### config.mk
export PLATFORM = sky130hd
export DESIGN_NAME = refill_buffer_flat
export DESIGN_NICKNAME = d
export VERILOG_FILES = /design/src/source/icache_pkg.sv /design/src/source/mem_pkg.sv /design/src/source/refill_if.sv /design/src/source/refill_buffer.sv /design/src/flat_wrapper.sv
export SDC_FILE = /design/constraint.sdc
export NUM_CORES = 1
export LEC_CHECK = 0
export ABC_AREA = 0
export ABC_CLOCK_PERIOD_IN_PS = 3700
export BUFFER_PORTS_ARGS = -buffer_cell sky130_fd_sc_hd__buf_2
export CELL_PAD_IN_SITES_DETAIL_PLACEMENT = 1
export CELL_PAD_IN_SITES_GLOBAL_PLACEMENT = 2
export CORE_ASPECT_RATIO = 1.2
export CORE_MARGIN = 3
export CORE_UTILIZATION = 27
export DETAILED_ROUTE_END_ITERATION = 10
export PLACE_DENSITY = 0.79
export SYNTH_ARGS = -nofsm -noshare
export SYNTH_HDL_FRONTEND = slang
export SYNTH_SLANG_ARGS = --single-unit
### constraint.sdc
create_clock -name clk -period 3.7 [get_ports clk]
set_input_delay 0.37 -clock clk [delete_from_list [all_inputs] [get_ports clk]]
set_output_delay 0.37 -clock clk [all_outputs]
set_load 0.005 [all_outputs]
### src/source/icache_pkg.sv
package icache_pkg;

    // fetch address split
    localparam int TAG_W    = 21;
    localparam int INDEX_W  = 7;
    localparam int OFFSET_W = 4;

    // geometry
    localparam int SETS   = 128;
    localparam int WAYS   = 2;
    localparam int LINE_W = 128;

    typedef struct packed {
        logic [TAG_W-1:0]    tag;
        logic [INDEX_W-1:0]  index;
        logic [OFFSET_W-1:0] offset;
    } addr_fields_t;

    // one fetch word, seen raw or as its fields
    typedef union packed {
        logic [TAG_W+INDEX_W+OFFSET_W-1:0] raw;
        addr_fields_t                      f;
    } fetch_addr_t;

    typedef struct packed {
        logic [TAG_W-1:0] tag;
        logic             valid;
    } tagv_t;

endpackage

### src/source/mem_pkg.sv
package mem_pkg;

    localparam int MEM_ADDR_W = 32;
    localparam int MEM_DATA_W = 64;

    // one line is a fixed burst
    localparam int BEATS_PER_LINE = 2;
    localparam int BEAT_CNT_W     = $clog2(BEATS_PER_LINE);

endpackage

### src/source/refill_if.sv
`timescale 1ns/10ps

interface refill_if;
    import icache_pkg::*;
    import mem_pkg::*;

    logic                  start;
    logic [MEM_ADDR_W-1:0] line_addr;
    logic                  done;
    logic [LINE_W-1:0]     line;

    modport ctrl (
        output start,
        output line_addr,
        input  done,
        input  line
    );

    // refill side, line stays put until the next start
    modport buffer (
        input  start,
        input  line_addr,
        output done,
        output line
    );

endinterface

### src/source/refill_buffer.sv
`timescale 1ns/10ps

module refill_buffer (
    input  logic                           clk,
    input  logic                           rst,
    refill_if.buffer                       rf,
    output logic                           o_mem_req,
    output logic [mem_pkg::MEM_ADDR_W-1:0] o_mem_addr,
    input  logic                           i_mem_ready,
    input  logic [mem_pkg::MEM_DATA_W-1:0] i_mem_rdata,
    input  logic                           i_mem_rvalid,
    input  logic                           i_mem_rlast
);
    import mem_pkg::*;

    logic                                      receiving;
    logic [BEAT_CNT_W-1:0]                     beat_cnt;
    logic [BEATS_PER_LINE-1:0][MEM_DATA_W-1:0] beats;

    // request phase until ready, then beats until rlast
    always_ff @(posedge clk) begin
        if (rst) begin
            o_mem_req <= 1'b0;
            receiving <= 1'b0;
            beat_cnt  <= '0;
        end else if (rf.start) begin
            o_mem_req <= 1'b1;
            receiving <= 1'b0;
            beat_cnt  <= '0;
        end else if (o_mem_req) begin
            if (i_mem_ready) begin
                o_mem_req <= 1'b0;
                receiving <= 1'b1;
            end
        end else if (receiving && i_mem_rvalid) begin
            beat_cnt <= beat_cnt + 1'b1;
            if (i_mem_rlast) begin
                receiving <= 1'b0;
            end
        end
    end

    always_ff @(posedge clk) begin
        if (rf.start) begin
            o_mem_addr <= rf.line_addr;
        end
        // first beat is the low half
        if (receiving && i_mem_rvalid) begin
            beats[beat_cnt] <= i_mem_rdata;
        end
    end

    assign rf.done = receiving && i_mem_rvalid && i_mem_rlast;
    assign rf.line = beats;

endmodule

### src/flat_wrapper.sv
// flat-port wrapper written by rule: the top's interface ports become plain ports
module refill_buffer_flat import mem_pkg::*;
  (clk, rst, o_mem_req, o_mem_addr, i_mem_ready, i_mem_rdata, i_mem_rvalid, i_mem_rlast, rf_start, rf_line_addr, rf_done, rf_line);
  refill_if rf_i ();
  input  logic clk;
  input  logic rst;
  output logic o_mem_req;
  output logic [mem_pkg::MEM_ADDR_W-1:0] o_mem_addr;
  input  logic i_mem_ready;
  input  logic [mem_pkg::MEM_DATA_W-1:0] i_mem_rdata;
  input  logic i_mem_rvalid;
  input  logic i_mem_rlast;
  input wire logic [$bits(rf_i.start)-1:0] rf_start;
  input wire logic [$bits(rf_i.line_addr)-1:0] rf_line_addr;
  output wire logic [$bits(rf_i.done)-1:0] rf_done;
  output wire logic [$bits(rf_i.line)-1:0] rf_line;
  assign rf_i.start = rf_start;
  assign rf_i.line_addr = rf_line_addr;
  assign rf_done = rf_i.done;
  assign rf_line = rf_i.line;
  refill_buffer u_core (.clk(clk), .rst(rst), .rf(rf_i), .o_mem_req(o_mem_req), .o_mem_addr(o_mem_addr), .i_mem_ready(i_mem_ready), .i_mem_rdata(i_mem_rdata), .i_mem_rvalid(i_mem_rvalid), .i_mem_rlast(i_mem_rlast));
endmodule
==> results.md <==
Status:
- The flow ran to the end, and the final reports show no timing, DRC or antenna violations.

Critical path:
- The endpoint class of the critical path is a flop.
- The capture instance of the worst register-to-register path is u_core.rf.line[94].
- The setup path with the least slack is of type reg -> reg.
- The sum of buffers and inverters on the critical path is 1.
- The worst reg-to-reg path cell count is 2.
- In this design, the stage delay of the slowest critical-path cell is 580 ps.
- Data arrives at the worst endpoint at 2020 ps.
- Setup slack on the worst reg-to-reg path comes out at 1730 ps.
- The source of the critical timing path is u_core.beat_cnt.
- In this design, the largest share of critical-path delay is due to buffers and inverters.
- The startpoint identified for the worst register-to-register timing path is u_core.beat_cnt.
- The data required time of the critical path is 3750 ps.
- Traced cell by cell, the critical path runs through and3_2 > buf_4.
- The startpoint type of the worst setup path is a flop.
- The maximum fanout along the worst path is 45.
- On the critical path, the stage with the largest delay is an instance of sky130_fd_sc_hd__buf_4.

Timing:
- The setup TNS is 0 ps.
- The number of max-slew violations in the final report came to 0.
- For the finished layout, the period the worst path requires is 1970 ps.
- The worst-case headroom to the max-slew limit is 50.5%.
- Setup repair after global routing left no endpoint under its margin.
- The hold slack is 128 ps.
- In the finished design, the share of the clock period the worst path needs comes to 53.2%.
- The setup clock skew after layout is 4.73 ps.
- The actual slew at the worst max-slew pin is 742 ps.
- The count of endpoints failing hold in the final timing report came to 0.
- The achievable clock frequency is 508 MHz.
- The total setup violations reported at the end of the flow is 0.

Finish:
- The net count of the finished layout is 563.
- The layout has 1838 filler cells.
- For this run, the share of the core covered by cells in the final layout is 40.3%.
- Compared with the post-synthesis result, the final layout area differs by 44.5%.
- The count of antenna diodes in the layout is 0.
- The share of cells above drive strength 1 is 63.2%.

Global routing:
- The first global-routing pass estimated 17200 µm of wire.
- The number of antenna violations at the first check in global routing is 2.
- In the global route stage, overall resource usage came out at 11.7%.
- Entering global routing, the biggest net connects 46 pins.
- The total overflow reported by the global router is 0.
- The number of global-route vias before repair is 3151.

Drt:
- The number of DRC violations after detailed-routing iteration 0 is 84.
- The number of routed nets with antenna violations is 0.
- After detailed routing, the number of remaining DRC violations is 0.
- The routed design has 12000 µm of wire.
- After detailed routing, the number of vias per cell comes to 4.08.
- The first TritonRoute pass finished after 4 iterations.
- The routed layout has 2829 vias.
- In the final routed layout, each cell accounts on average for 17.3 µm.

Clock network:
- The number of buffers created by CTS is 17.
- In this run the deepest clock path goes through 2 buffers.
- The maximum level of the CTS H-tree is 4.
- Gates resized during post-CTS repair numbered 0.
- The tree is rooted in a sky130_fd_sc_hd__clkbuf_16.
- In this run the post-CTS setup repair buffer count came out at 0.
- The insertion delay of the later-clocked pin in the worst-skew pair is 410 ps.
- The post-cts hold buffer count is 0.
- The clock sink count is 163.
- The clock-pin transition on the worst setup and hold timing paths is 60 ps.
- TritonCTS built the clock tree.

Synthesis:
- The share of synthesized area in the top cell type comes to 97.0%.
- The commonest cells after synthesis are 160 x sky130_fd_sc_hd__edfxtp_1, 3 x sky130_fd_sc_hd__dfxtp_1, 2 x sky130_fd_sc_hd__a21oi_1, 2 x sky130_fd_sc_hd__and3_1.
- The main flop type after synthesis is sky130_fd_sc_hd__edfxtp_1.
- The synthesized net count is 279.
- The average instance in the mapped netlist occupies 28.0 µm².
- The fraction of synthesis flops using an asynchronous set or reset pin is 0%.
- The count of mapped cells out of synthesis is 177.
- Summing the sequential cell areas from Yosys gives 98.2% of the chip area.
- The summed instance area of the synthesized netlist is 4950 µm².
- The number of different library cells in the post-synthesis netlist is 14.
- The number of flip-flops and latches in the synthesized netlist is 163.
- In this run, synthesis inferred 160 flip-flops with an integrated enable.
- Yosys instantiated no cell more often than sky130_fd_sc_hd__edfxtp_1.
- In the post-synthesis netlist, the biggest area contributors are sky130_fd_sc_hd__edfxtp_1 97%, sky130_fd_sc_hd__dfxtp_1 1.2%, sky130_fd_sc_hd__and3_1 0.25%, sky130_fd_sc_hd__mux2_2 0.23%, sky130_fd_sc_hd__a21oi_1 0.20%.
- The yosys synthesis warning count is 0.
- The largest total area in the synthesized netlist belongs to sky130_fd_sc_hd__edfxtp_1.

Die:
- The die height is 154 µm.
- The die covers 20000 µm².
- The number of cell rows is 53.
- For this configuration, the core starts out at a cell density of 27.9%.
- The total I/O pin count is 264.
- The core region is 17800 µm².
- The die width is 130 µm.

Hold path:
- The launch instance of the worst min-delay path is rf_line_addr[19].
- Counting instances, the worst hold path has a depth of 1.
- The path class of the lowest-slack min-delay path is in -> reg.
- The worst hold endpoint is u_core.o_mem_addr[19].

Pwr:
- The highest ir drop seen on vdd is 0.000262 V.
- Total power for the finished layout comes to 3.91 mW.
- The power per cell area is 546 nW/µm².
- The static leakage is 2.86 nW.

Placement:
- Input and output buffers added on the ports amount to 263.
- Detailed placement finished with a half-perimeter wire length of 9060 µm.
- The congestion estimate from routability-driven global placement came to 0.751.

Job:
- The max-cap violation count is 0.
==> cells by family after synthesis <==
| kind of cell | synth area share [%] |
|---|---|
| AOI/OAI and AO/OA | 0.202 |
| buffers and inverters | 0.0757 |
| DFF | 98.2 |
| muxes | 0.227 |
| and+or+nand+nor | 1.26 |
==> metrics by stage <==
stage          instance area [µm²]  instances  setup slack [ps]
4_1_cts                       7160        693              1680
5_1_grt                       7160        693              1600
3_3_place_gp                  6580        662              1680
6_report                      7160        693              1730
3_5_place_dp                  6580        662              1620
2_1_floorplan                 4950        177               105
==> cells in the final DEF (no fill, tap or decap), drive strengths merged <==
cell type and instances:
nor3b 1, clkbuf 17, mux2 1, nand2 1, buf 265, and3 2, and3b 1, nor2 1
clkinvlp 4, or2b 1, nor4 1, dfxtp 3, inv 6, a21oi 2, clkinv 3, nand3b 1
bufinv 2, edfxtp 160, nor3 1
==> layout make-up <==
class	instances	area [µm²]	share of cell area [%]
clock buffer	17	425	5.94
inverter	1	3.75	0.0524
sequential	163	4860	68.0
multi-input combinational	13	92.6	1.29
clock inverter	14	153	2.13
tap	220	275	3.85
timing repair buffer	265	1340	18.8
==> how the worst max path moves through the flow <==
stage,to,cells past startpoint
floorplan,u_core.rf.line[0],2
global placement,u_core.rf.line[116],3
detailed placement,u_core.rf.line[64],3
CTS,u_core.rf.line[121],2
global route,u_core.rf.line[121],2
finish,u_core.rf.line[94],2
==> per-layer routing <==
| metal | up-vias | part of all wire, % | global-route usage (%) | wire length, µm |
|---|---|---|---|---|
| li1 | 1291 | - | - | - |
| met1 | 1332 | 35 | 11.7 | 4150 |
| met2 | 187 | 52 | 20.2 | 6200 |
| met3 | 17 | 12 | 6.46 | 1430 |
| met4 | 2 | 1.5 | 4.06 | 184 |
| met5 | - | 0.14 | 0 | 17 |
==> power breakdown <==
| part | switching (mW) | leakage [nW] | total (mW) | internal, mW |
|---|---|---|---|---|
| Clock | 0.712 | 0.273 | 1.71 | 0.998 |
| Combinational | 0.0583 | 1.09 | 0.119 | 0.0611 |
| Sequential | 0.0105 | 1.49 | 2.08 | 2.07 |
| Total | 0.781 | 2.86 | 3.91 | 3.13 |
==> flip-flops by register name (all words and copies together), names as in the netlist <==
register	flops
u_core.beat_cnt	1
u_core.receiving	1
u_core.o_mem_addr	32
u_core.rf.line	128
u_core.o_mem_req	1
(Power assumes the default switching activity.)
