`src/source/icache_pkg.sv`:
```
package icache_pkg;

    // fetch address split
    localparam int TAG_W    = 21;
    localparam int INDEX_W  = 7;
    localparam int OFFSET_W = 4;

    // geometry
    localparam int SETS   = 128;
    localparam int WAYS   = 2;
    localparam int LINE_W = 128;

    typedef struct packed {
        logic [TAG_W-1:0]    tag;
        logic [INDEX_W-1:0]  index;
        logic [OFFSET_W-1:0] offset;
    } addr_fields_t;

    // one fetch word, seen raw or as its fields
    typedef union packed {
        logic [TAG_W+INDEX_W+OFFSET_W-1:0] raw;
        addr_fields_t                      f;
    } fetch_addr_t;

    typedef struct packed {
        logic [TAG_W-1:0] tag;
        logic             valid;
    } tagv_t;

endpackage

```
`src/source/mem_pkg.sv`:
```
package mem_pkg;

    localparam int MEM_ADDR_W = 32;
    localparam int MEM_DATA_W = 64;

    // one line is a fixed burst
    localparam int BEATS_PER_LINE = 2;
    localparam int BEAT_CNT_W     = $clog2(BEATS_PER_LINE);

endpackage

```
`src/source/refill_if.sv`:
```
`timescale 1ns/10ps

interface refill_if;
    import icache_pkg::*;
    import mem_pkg::*;

    logic                  start;
    logic [MEM_ADDR_W-1:0] line_addr;
    logic                  done;
    logic [LINE_W-1:0]     line;

    modport ctrl (
        output start,
        output line_addr,
        input  done,
        input  line
    );

    // refill side, line stays put until the next start
    modport buffer (
        input  start,
        input  line_addr,
        output done,
        output line
    );

endinterface

```
`src/source/icache_ctrl.sv`:
```
`timescale 1ns/10ps

module icache_ctrl (
    input  logic                           clk,
    input  logic                           rst,
    input  logic                           i_req,
    input  icache_pkg::fetch_addr_t        i_addr,
    output logic                           o_ready,
    output logic                           o_valid,
    output logic [mem_pkg::MEM_DATA_W-1:0] o_rdata,
    refill_if.ctrl                         rf,
    output logic [icache_pkg::INDEX_W-1:0] o_tag_raddr,
    output logic [icache_pkg::INDEX_W-1:0] o_tag_waddr,
    input  icache_pkg::tagv_t              i_tag_rdata [icache_pkg::WAYS],
    output logic [icache_pkg::WAYS-1:0]    o_tag_wen,
    output icache_pkg::tagv_t              o_tag_wdata,
    output logic                           o_data_ren,
    output logic [icache_pkg::INDEX_W-1:0] o_data_raddr,
    output logic [icache_pkg::WAYS-1:0]    o_data_wen,
    output logic [icache_pkg::INDEX_W-1:0] o_data_waddr,
    output logic [icache_pkg::LINE_W-1:0]  o_data_wdata,
    input  logic [icache_pkg::LINE_W-1:0]  i_data_rdata [icache_pkg::WAYS]
);
    import icache_pkg::*;
    import mem_pkg::*;

    typedef enum logic [1:0] {S_IDLE, S_READ, S_MISS, S_FILL} state_t;

    state_t            state;
    state_t            state_nxt;
    logic [WAYS-1:0]   hit;
    logic              hit_any;
    logic              victim;
    logic              accept;
    logic [SETS-1:0]   ru_way;
    fetch_addr_t       addr_q;
    logic [WAYS-1:0]   hit_q;
    logic              victim_q;
    logic              from_fill;
    logic [LINE_W-1:0] hit_line;
    logic [LINE_W-1:0] out_line;

    always_comb begin
        for (int w = 0; w < WAYS; w++) begin
            hit[w] = i_tag_rdata[w].valid && (i_tag_rdata[w].tag == i_addr.f.tag);
        end
    end

    assign hit_any = |hit;

    // free way first (way 0 before way 1), else the one not used last
    always_comb begin
        if (!i_tag_rdata[0].valid) begin
            victim = 1'b0;
        end else if (!i_tag_rdata[1].valid) begin
            victim = 1'b1;
        end else begin
            victim = ~ru_way[i_addr.f.index];
        end
    end

    assign o_ready = (state == S_IDLE) || (state == S_READ);
    assign o_valid = (state == S_READ);
    assign accept  = i_req && o_ready;

    always_comb begin
        state_nxt = state;
        case (state)
            S_IDLE, S_READ: begin
                if (accept) begin
                    state_nxt = hit_any ? S_READ : S_MISS;
                end else begin
                    state_nxt = S_IDLE;
                end
            end
            S_MISS: begin
                if (rf.done) begin
                    state_nxt = S_FILL;
                end
            end
            S_FILL: state_nxt = S_READ;
            default: state_nxt = S_IDLE;
        endcase
    end

    always_ff @(posedge clk) begin
        if (rst) begin
            state     <= S_IDLE;
            from_fill <= 1'b0;
            ru_way    <= '0;
        end else begin
            state     <= state_nxt;
            from_fill <= (state == S_FILL);
            // hits mark on accept, misses once the line is in
            if (accept && hit_any) begin
                ru_way[i_addr.f.index] <= hit[1];
            end else if (state == S_FILL) begin
                ru_way[addr_q.f.index] <= victim_q;
            end
        end
    end

    always_ff @(posedge clk) begin
        if (accept) begin
            addr_q   <= i_addr;
            hit_q    <= hit;
            victim_q <= victim;
        end
    end

    assign rf.start     = accept && !hit_any;
    assign rf.line_addr = {i_addr.raw[$bits(fetch_addr_t)-1:OFFSET_W], OFFSET_W'(0)};

    // lookup reads
    assign o_tag_raddr  = i_addr.f.index;
    assign o_data_raddr = i_addr.f.index;
    assign o_data_ren   = accept;

    // fill writes into the victim way
    assign o_tag_waddr  = addr_q.f.index;
    assign o_data_waddr = addr_q.f.index;
    assign o_tag_wdata  = '{tag: addr_q.f.tag, valid: 1'b1};
    assign o_data_wdata = rf.line;

    always_comb begin
        for (int w = 0; w < WAYS; w++) begin
            o_tag_wen[w] = (state == S_FILL) && (victim_q == 1'(w));
        end
    end

    assign o_data_wen = o_tag_wen;

    always_comb begin
        hit_line = '0;
        for (int w = 0; w < WAYS; w++) begin
            hit_line = hit_line | ({LINE_W{hit_q[w]}} & i_data_rdata[w]);
        end
    end

    assign out_line = from_fill ? rf.line : hit_line;
    // offset bit 3 picks the 8-byte half
    assign o_rdata  = addr_q.f.offset[OFFSET_W-1] ? out_line[LINE_W-1 -: MEM_DATA_W]
                                                  : out_line[MEM_DATA_W-1:0];

endmodule

```
`src/flat_wrapper.sv`:
```
// flat-port wrapper written by rule: the top's interface ports become plain ports
module icache_ctrl_flat import icache_pkg::*; import mem_pkg::*;
  (clk, rst, i_req, i_addr, o_ready, o_valid, o_rdata, o_tag_raddr, o_tag_waddr, i_tag_rdata, o_tag_wen, o_tag_wdata, o_data_ren, o_data_raddr, o_data_wen, o_data_waddr, o_data_wdata, i_data_rdata, rf_start, rf_line_addr, rf_done, rf_line);
  refill_if rf_i ();
  input  logic clk;
  input  logic rst;
  input  logic i_req;
  input  icache_pkg::fetch_addr_t i_addr;
  output logic o_ready;
  output logic o_valid;
  output logic [mem_pkg::MEM_DATA_W-1:0] o_rdata;
  output logic [icache_pkg::INDEX_W-1:0] o_tag_raddr;
  output logic [icache_pkg::INDEX_W-1:0] o_tag_waddr;
  input  icache_pkg::tagv_t i_tag_rdata[icache_pkg::WAYS];
  output logic [icache_pkg::WAYS-1:0] o_tag_wen;
  output icache_pkg::tagv_t o_tag_wdata;
  output logic o_data_ren;
  output logic [icache_pkg::INDEX_W-1:0] o_data_raddr;
  output logic [icache_pkg::WAYS-1:0] o_data_wen;
  output logic [icache_pkg::INDEX_W-1:0] o_data_waddr;
  output logic [icache_pkg::LINE_W-1:0] o_data_wdata;
  input  logic [icache_pkg::LINE_W-1:0] i_data_rdata[icache_pkg::WAYS];
  output wire logic [$bits(rf_i.start)-1:0] rf_start;
  output wire logic [$bits(rf_i.line_addr)-1:0] rf_line_addr;
  input wire logic [$bits(rf_i.done)-1:0] rf_done;
  input wire logic [$bits(rf_i.line)-1:0] rf_line;
  assign rf_start = rf_i.start;
  assign rf_line_addr = rf_i.line_addr;
  assign rf_i.done = rf_done;
  assign rf_i.line = rf_line;
  icache_ctrl u_core (.clk(clk), .rst(rst), .i_req(i_req), .i_addr(i_addr), .o_ready(o_ready), .o_valid(o_valid), .o_rdata(o_rdata), .rf(rf_i), .o_tag_raddr(o_tag_raddr), .o_tag_waddr(o_tag_waddr), .i_tag_rdata(i_tag_rdata), .o_tag_wen(o_tag_wen), .o_tag_wdata(o_tag_wdata), .o_data_ren(o_data_ren), .o_data_raddr(o_data_raddr), .o_data_wen(o_data_wen), .o_data_waddr(o_data_waddr), .o_data_wdata(o_data_wdata), .i_data_rdata(i_data_rdata));
endmodule
```
`config.mk`:
```
export PLATFORM = sky130hd
export DESIGN_NAME = icache_ctrl_flat
export DESIGN_NICKNAME = d
export VERILOG_FILES = /design/src/source/icache_pkg.sv /design/src/source/mem_pkg.sv /design/src/source/refill_if.sv /design/src/source/icache_ctrl.sv /design/src/flat_wrapper.sv
export SDC_FILE = /design/constraint.sdc
export NUM_CORES = 1
export LEC_CHECK = 0
export BUFFER_PORTS_ARGS = -buffer_cell sky130_fd_sc_hd__buf_2
export CAP_MARGIN = 20
export CORE_AREA = 2 2 288 290
export DETAILED_ROUTE_END_ITERATION = 8
export DIE_AREA = 0 0 290 292
export SYNTH_ARGS = -nofsm -noshare
export SYNTH_HDL_FRONTEND = slang
export SYNTH_SLANG_ARGS = --single-unit
```
`constraint.sdc`:
```
create_clock -name clk -period 6.8 [get_ports clk]
set_clock_uncertainty 0.2 [all_clocks]
set_input_delay 1.36 -clock clk [delete_from_list [all_inputs] [get_ports clk]]
set_output_delay 1.36 -clock clk [all_outputs]
set_load 0.02 [all_outputs]
```
==> reports/qor.log <==
INFO  outcome        outcome=finished clean
INFO  die            die_h=292µm
INFO  pwr            p_sw_share=38.6%
INFO  critical_path  worstPathArrival=5.16ns
INFO  die            fp-row-count=105
INFO  yosys          area_share_of_the_largest_cell_type_after_synthesis=17.0%
INFO  layout         n_fill_cell=9036
INFO  sta            period_minus_slack=5.05ns
INFO  cts            ctsLongestPathBuffers=2
INFO  cts            clkSlewWorstSetupHoldPaths=0.07ns
INFO  yosys          synth_fa_ha_area_share=0%
INFO  pwr            ir_drop=184µV
INFO  sta            worst_pin_slew=1.29ns
INFO  cts            cts_sinks=163
INFO  pwr            power.internal=1880µW
INFO  routing        ant_nets=0
INFO  cts            later_pin_clock_latency_in_the_skew_report=0.45ns
INFO  routing        detail_route.wirelength=133mm
INFO  flow_run       drv.max_cap_violation_count=0
INFO  die            dieArea=84700µm²
INFO  yosys          async_reset_ff_share=0%
INFO  routing        route.vias.total=19.0k
INFO  worst_hold_path min_delay_path_class=flop to flop
INFO  critical_path  worst-setup-path-type=input port to flop
INFO  die            initial_core_util=18.9%
INFO  critical_path  critical_path.max_fanout=15
INFO  pwr            power.share.combinational=31.7%
INFO  yosys          synth-seq-area-share=23.3%
INFO  routing        detail_route.iter0.violations=2985
INFO  routing        drt-pass1-iter-count=7
INFO  global_routing via_count_of_the_first_global_routing_pass=16.6k
INFO  global_routing grt_use_total=29.9%
INFO  placement      detailed_place.area=18700µm²
INFO  critical_path  endpoint_kind=flop
INFO  layout         layout.cell_area.non_filler=19400µm²
INFO  critical_path  cp_slowest_cell=or2_1
INFO  pwr            seqPwrFrac=33.4%
INFO  critical_path  critical_path_buf_inv_count=1
INFO  pwr            clock_power_share=35.0%
INFO  yosys          main_combinational_cell_family_by_area_after_synthesis=compound AO/OA/AOI/OAI gates
INFO  sta            timing_hold_violations_final=0
INFO  yosys          synth_top_cells_by_count=buf_4 (217), a22o_1 (134), dfxtp_1 (131), clkbuf_1 (125), nand2_1 (106)
INFO  yosys          ys_seq_elements=163
INFO  yosys          ys.flop_type=dfxtp_1
INFO  layout         areaGrowthSynthToFinish=25.7%
INFO  yosys          netlist-cell-type-count=75
INFO  cts            tritoncts=yes
INFO  sta            totalNegativeSetupSlack=0ns
INFO  die            fp.dieW=290µm
INFO  global_routing grt-ovfl-total=0
INFO  cts            cts.repair_timing.setup_buffer_count=0
INFO  critical_path  cpPeakStageDelay=0.79ns
INFO  yosys          synth-compound-area-share=31.4%
INFO  critical_path  worstSetupStartpointType=input port
INFO  yosys          fraction_of_the_mapped_netlist_area_in_simple_logic_gates=14.4%
INFO  pwr            pwr_density_cell=158nW/µm²
INFO  cts            ctsHtreeMaxLevel=4
INFO  sta            slew_headroom=13.9%
INFO  sta            fmax=198MHz
INFO  cts            clock-root-buffer=clkbuf_16
INFO  cts            post_cts_gate_resize_count=0
INFO  placement      place_congestion=1.02
INFO  sta            grt_setup_unrepaired=no
INFO  routing        vias_per_cell=5.71
INFO  pwr            power.static_leakage=0.00795µW
INFO  cts            ctsHoldBuffers=0
INFO  global_routing grt_first_pass_wirelength=169mm
INFO  yosys          synth_xor_xnor_area_share=2.39%
INFO  yosys          syn_avg_cell_area=8.65µm²
INFO  placement      placement.io_buffers=737
INFO  sta            timing_max_transition_violations_final=0
INFO  yosys          syn-instance-count=1780
INFO  sta            final-setup-viol-count=0
INFO  yosys          post-synth-top-count-cell=buf_4
INFO  critical_path  critical_path_required=6.91ns
INFO  die            coreArea=81600µm²
INFO  global_routing grt_start_max_net_pins=129
INFO  yosys          netlist.top_cell.by_area=dfxtp_1
INFO  pwr            net-switching-power=1180µW
INFO  critical_path  cp_cell_sequence=buf_2 > xor2_1 > nor4_1 > and2_1 > and4_1 > or2_1 > a221oi_1 > a2111oi_1
INFO  critical_path  path_delay_family=simple AND/OR/NAND/NOR gates
INFO  die            floorplan.io_pins=746
INFO  yosys          synth_top_cells_by_area=dfxtp_1 (17%), mux4_2 (11%), buf_4 (11%), a22o_1 (7.6%), edfxtp_1 (6.2%)
INFO  routing        drc_errors=0
INFO  placement      post_dp_hpwl=109mm
INFO  routing        wl_per_cell=39.9µm
INFO  yosys          synth-edff-count=32
INFO  sta            timing.final.crit_share=74.2%
INFO  global_routing antenna_found_initial=116
INFO  layout         drive_gt1_share=42.9%
INFO  yosys          synth.area.mux_share=13.4%
INFO  yosys          ys_warn_count=0
INFO  layout         fin_nets=2675
INFO  cts            clock_buffers_created_by_tritoncts=17
INFO  yosys          netlist_area=15400µm²
metrics by stage:
step / power (µW) / std cells / setup WS [ns] / util, % / hold slack, ns
global route: 3120 / 3304 / 1.67 / 23.7 / 0.284
global placement: 2000 / 3259 / 1.53 / 22.8 / 0.252
finish: 3060 / 3326 / 1.75 / 23.7 / 0.264
CTS: 3050 / 3293 / 1.89 / 23.6 / 0.261
detailed placement: 2000 / 3261 / 1.42 / 22.9 / 0.247
floorplan: 1550 / 1783 / 2.75 / - / 0.234
cell families (layout without fill, tap and decap cells):
| kind of cell | count (synthesis) | after routing |
|---|---|---|
| AO/OA/AOI/OAI | 633 | 633 |
| XOR/XNOR | 42 | 42 |
| flip-flops | 163 | 163 |
| other | 2 | 37 |
| AND/OR/NAND/NOR | 442 | 442 |
| buffers and inverters | 389 | 830 |
| multiplexers | 109 | 109 |
worst reg2reg max path, delay by kind of cell (launching register included):
kind / cells / cell delay, ns
flip-flops: 1 / 0.39
AO/OA/AOI/OAI: 2 / 0.64
buffers and inverters: 2 / 0.35
AND/OR/NAND/NOR: 4 / 2.09
per-layer routing:
| layer | up-vias | share of wire, % | GRT usage, % |
|---|---|---|---|
| met1 | 9271 | 36 | 34.7 |
| li1 | 7652 | - | - |
| met2 | 1606 | 44 | 46.9 |
| met5 | - | 0.51 | 0 |
| met4 | 98 | 3.9 | 8.00 |
| met3 | 364 | 16 | 17.3 |
final timing paths:
| check | slack [ns] | from | cells past startpoint | to |
|---|---|---|---|---|
| setup / recovery | 1.75 | i_addr[12] | 8 | u_core.ru_way[12] |
| hold / removal | 0.26 | u_core.ru_way[66] | 2 | u_core.ru_way[66] |
| setup reg to reg | 3.00 | u_core.state[1] | 8 | u_core.ru_way[12] |
| hold reg to reg | 0.26 | u_core.ru_way[66] | 2 | u_core.ru_way[66] |
cell usage in the layout (no fill, tap or decap), types with 14 or more instances in the layout:
master,netlist,routed
a211oi_1,47,47
a21oi_1,78,78
a221oi_1,14,14
a22o_1,134,134
a22oi_1,30,30
a31oi_1,15,15
and2_1,14,14
buf_2,23,737
buf_4,217,50
clkbuf_16,0,17
dfxtp_1,131,130
diode_2,0,32
edfxtp_1,32,32
mux2i_1,23,23
mux4_2,77,77
nand2_1,106,106
nand2b_1,14,14
nand3_1,71,71
nand4_1,16,16
nor2_1,92,85
nor2b_1,27,27
nor3_1,57,56
o211a_1,43,43
o211ai_1,43,43
o21ai_0,50,49
o22ai_1,81,81
xnor2_1,21,21
xor2_1,21,21
flip-flops by register name, indices dropped and copies added (netlist names):
register,flops
u_core.ru_way,128
u_core.from_fill,1
u_core.victim_q,1
u_core.state,2
u_core.hit_q,2
u_core.addr_q,29
power groups by stage:
| stage | clock [µW] | combinational, µW | sequential (µW) |
|---|---|---|---|
| floorplan | 0 | 527 | 1030 |
| global placement | 0 | 960 | 1040 |
| detailed placement | 0 | 961 | 1040 |
| CTS | 1070 | 964 | 1020 |
| global route | 1100 | 993 | 1020 |
| finish | 1070 | 969 | 1020 |
area by class of cell:
class / count / area, µm² / share of cell area [%]
clock buffers: 17 / 425 / 2.20
inverters: 7 / 26.3 / 0.136
diodes: 32 / 80.1 / 0.414
multi-input cells: 1231 / 9590 / 49.5
repair buffers: 791 / 4130 / 21.3
clock inverters: 15 / 184 / 0.950
flip-flops and latches: 163 / 3590 / 18.5
well taps: 1070 / 1340 / 6.92
No activity file was read; power rests on OpenSTA's default activity.
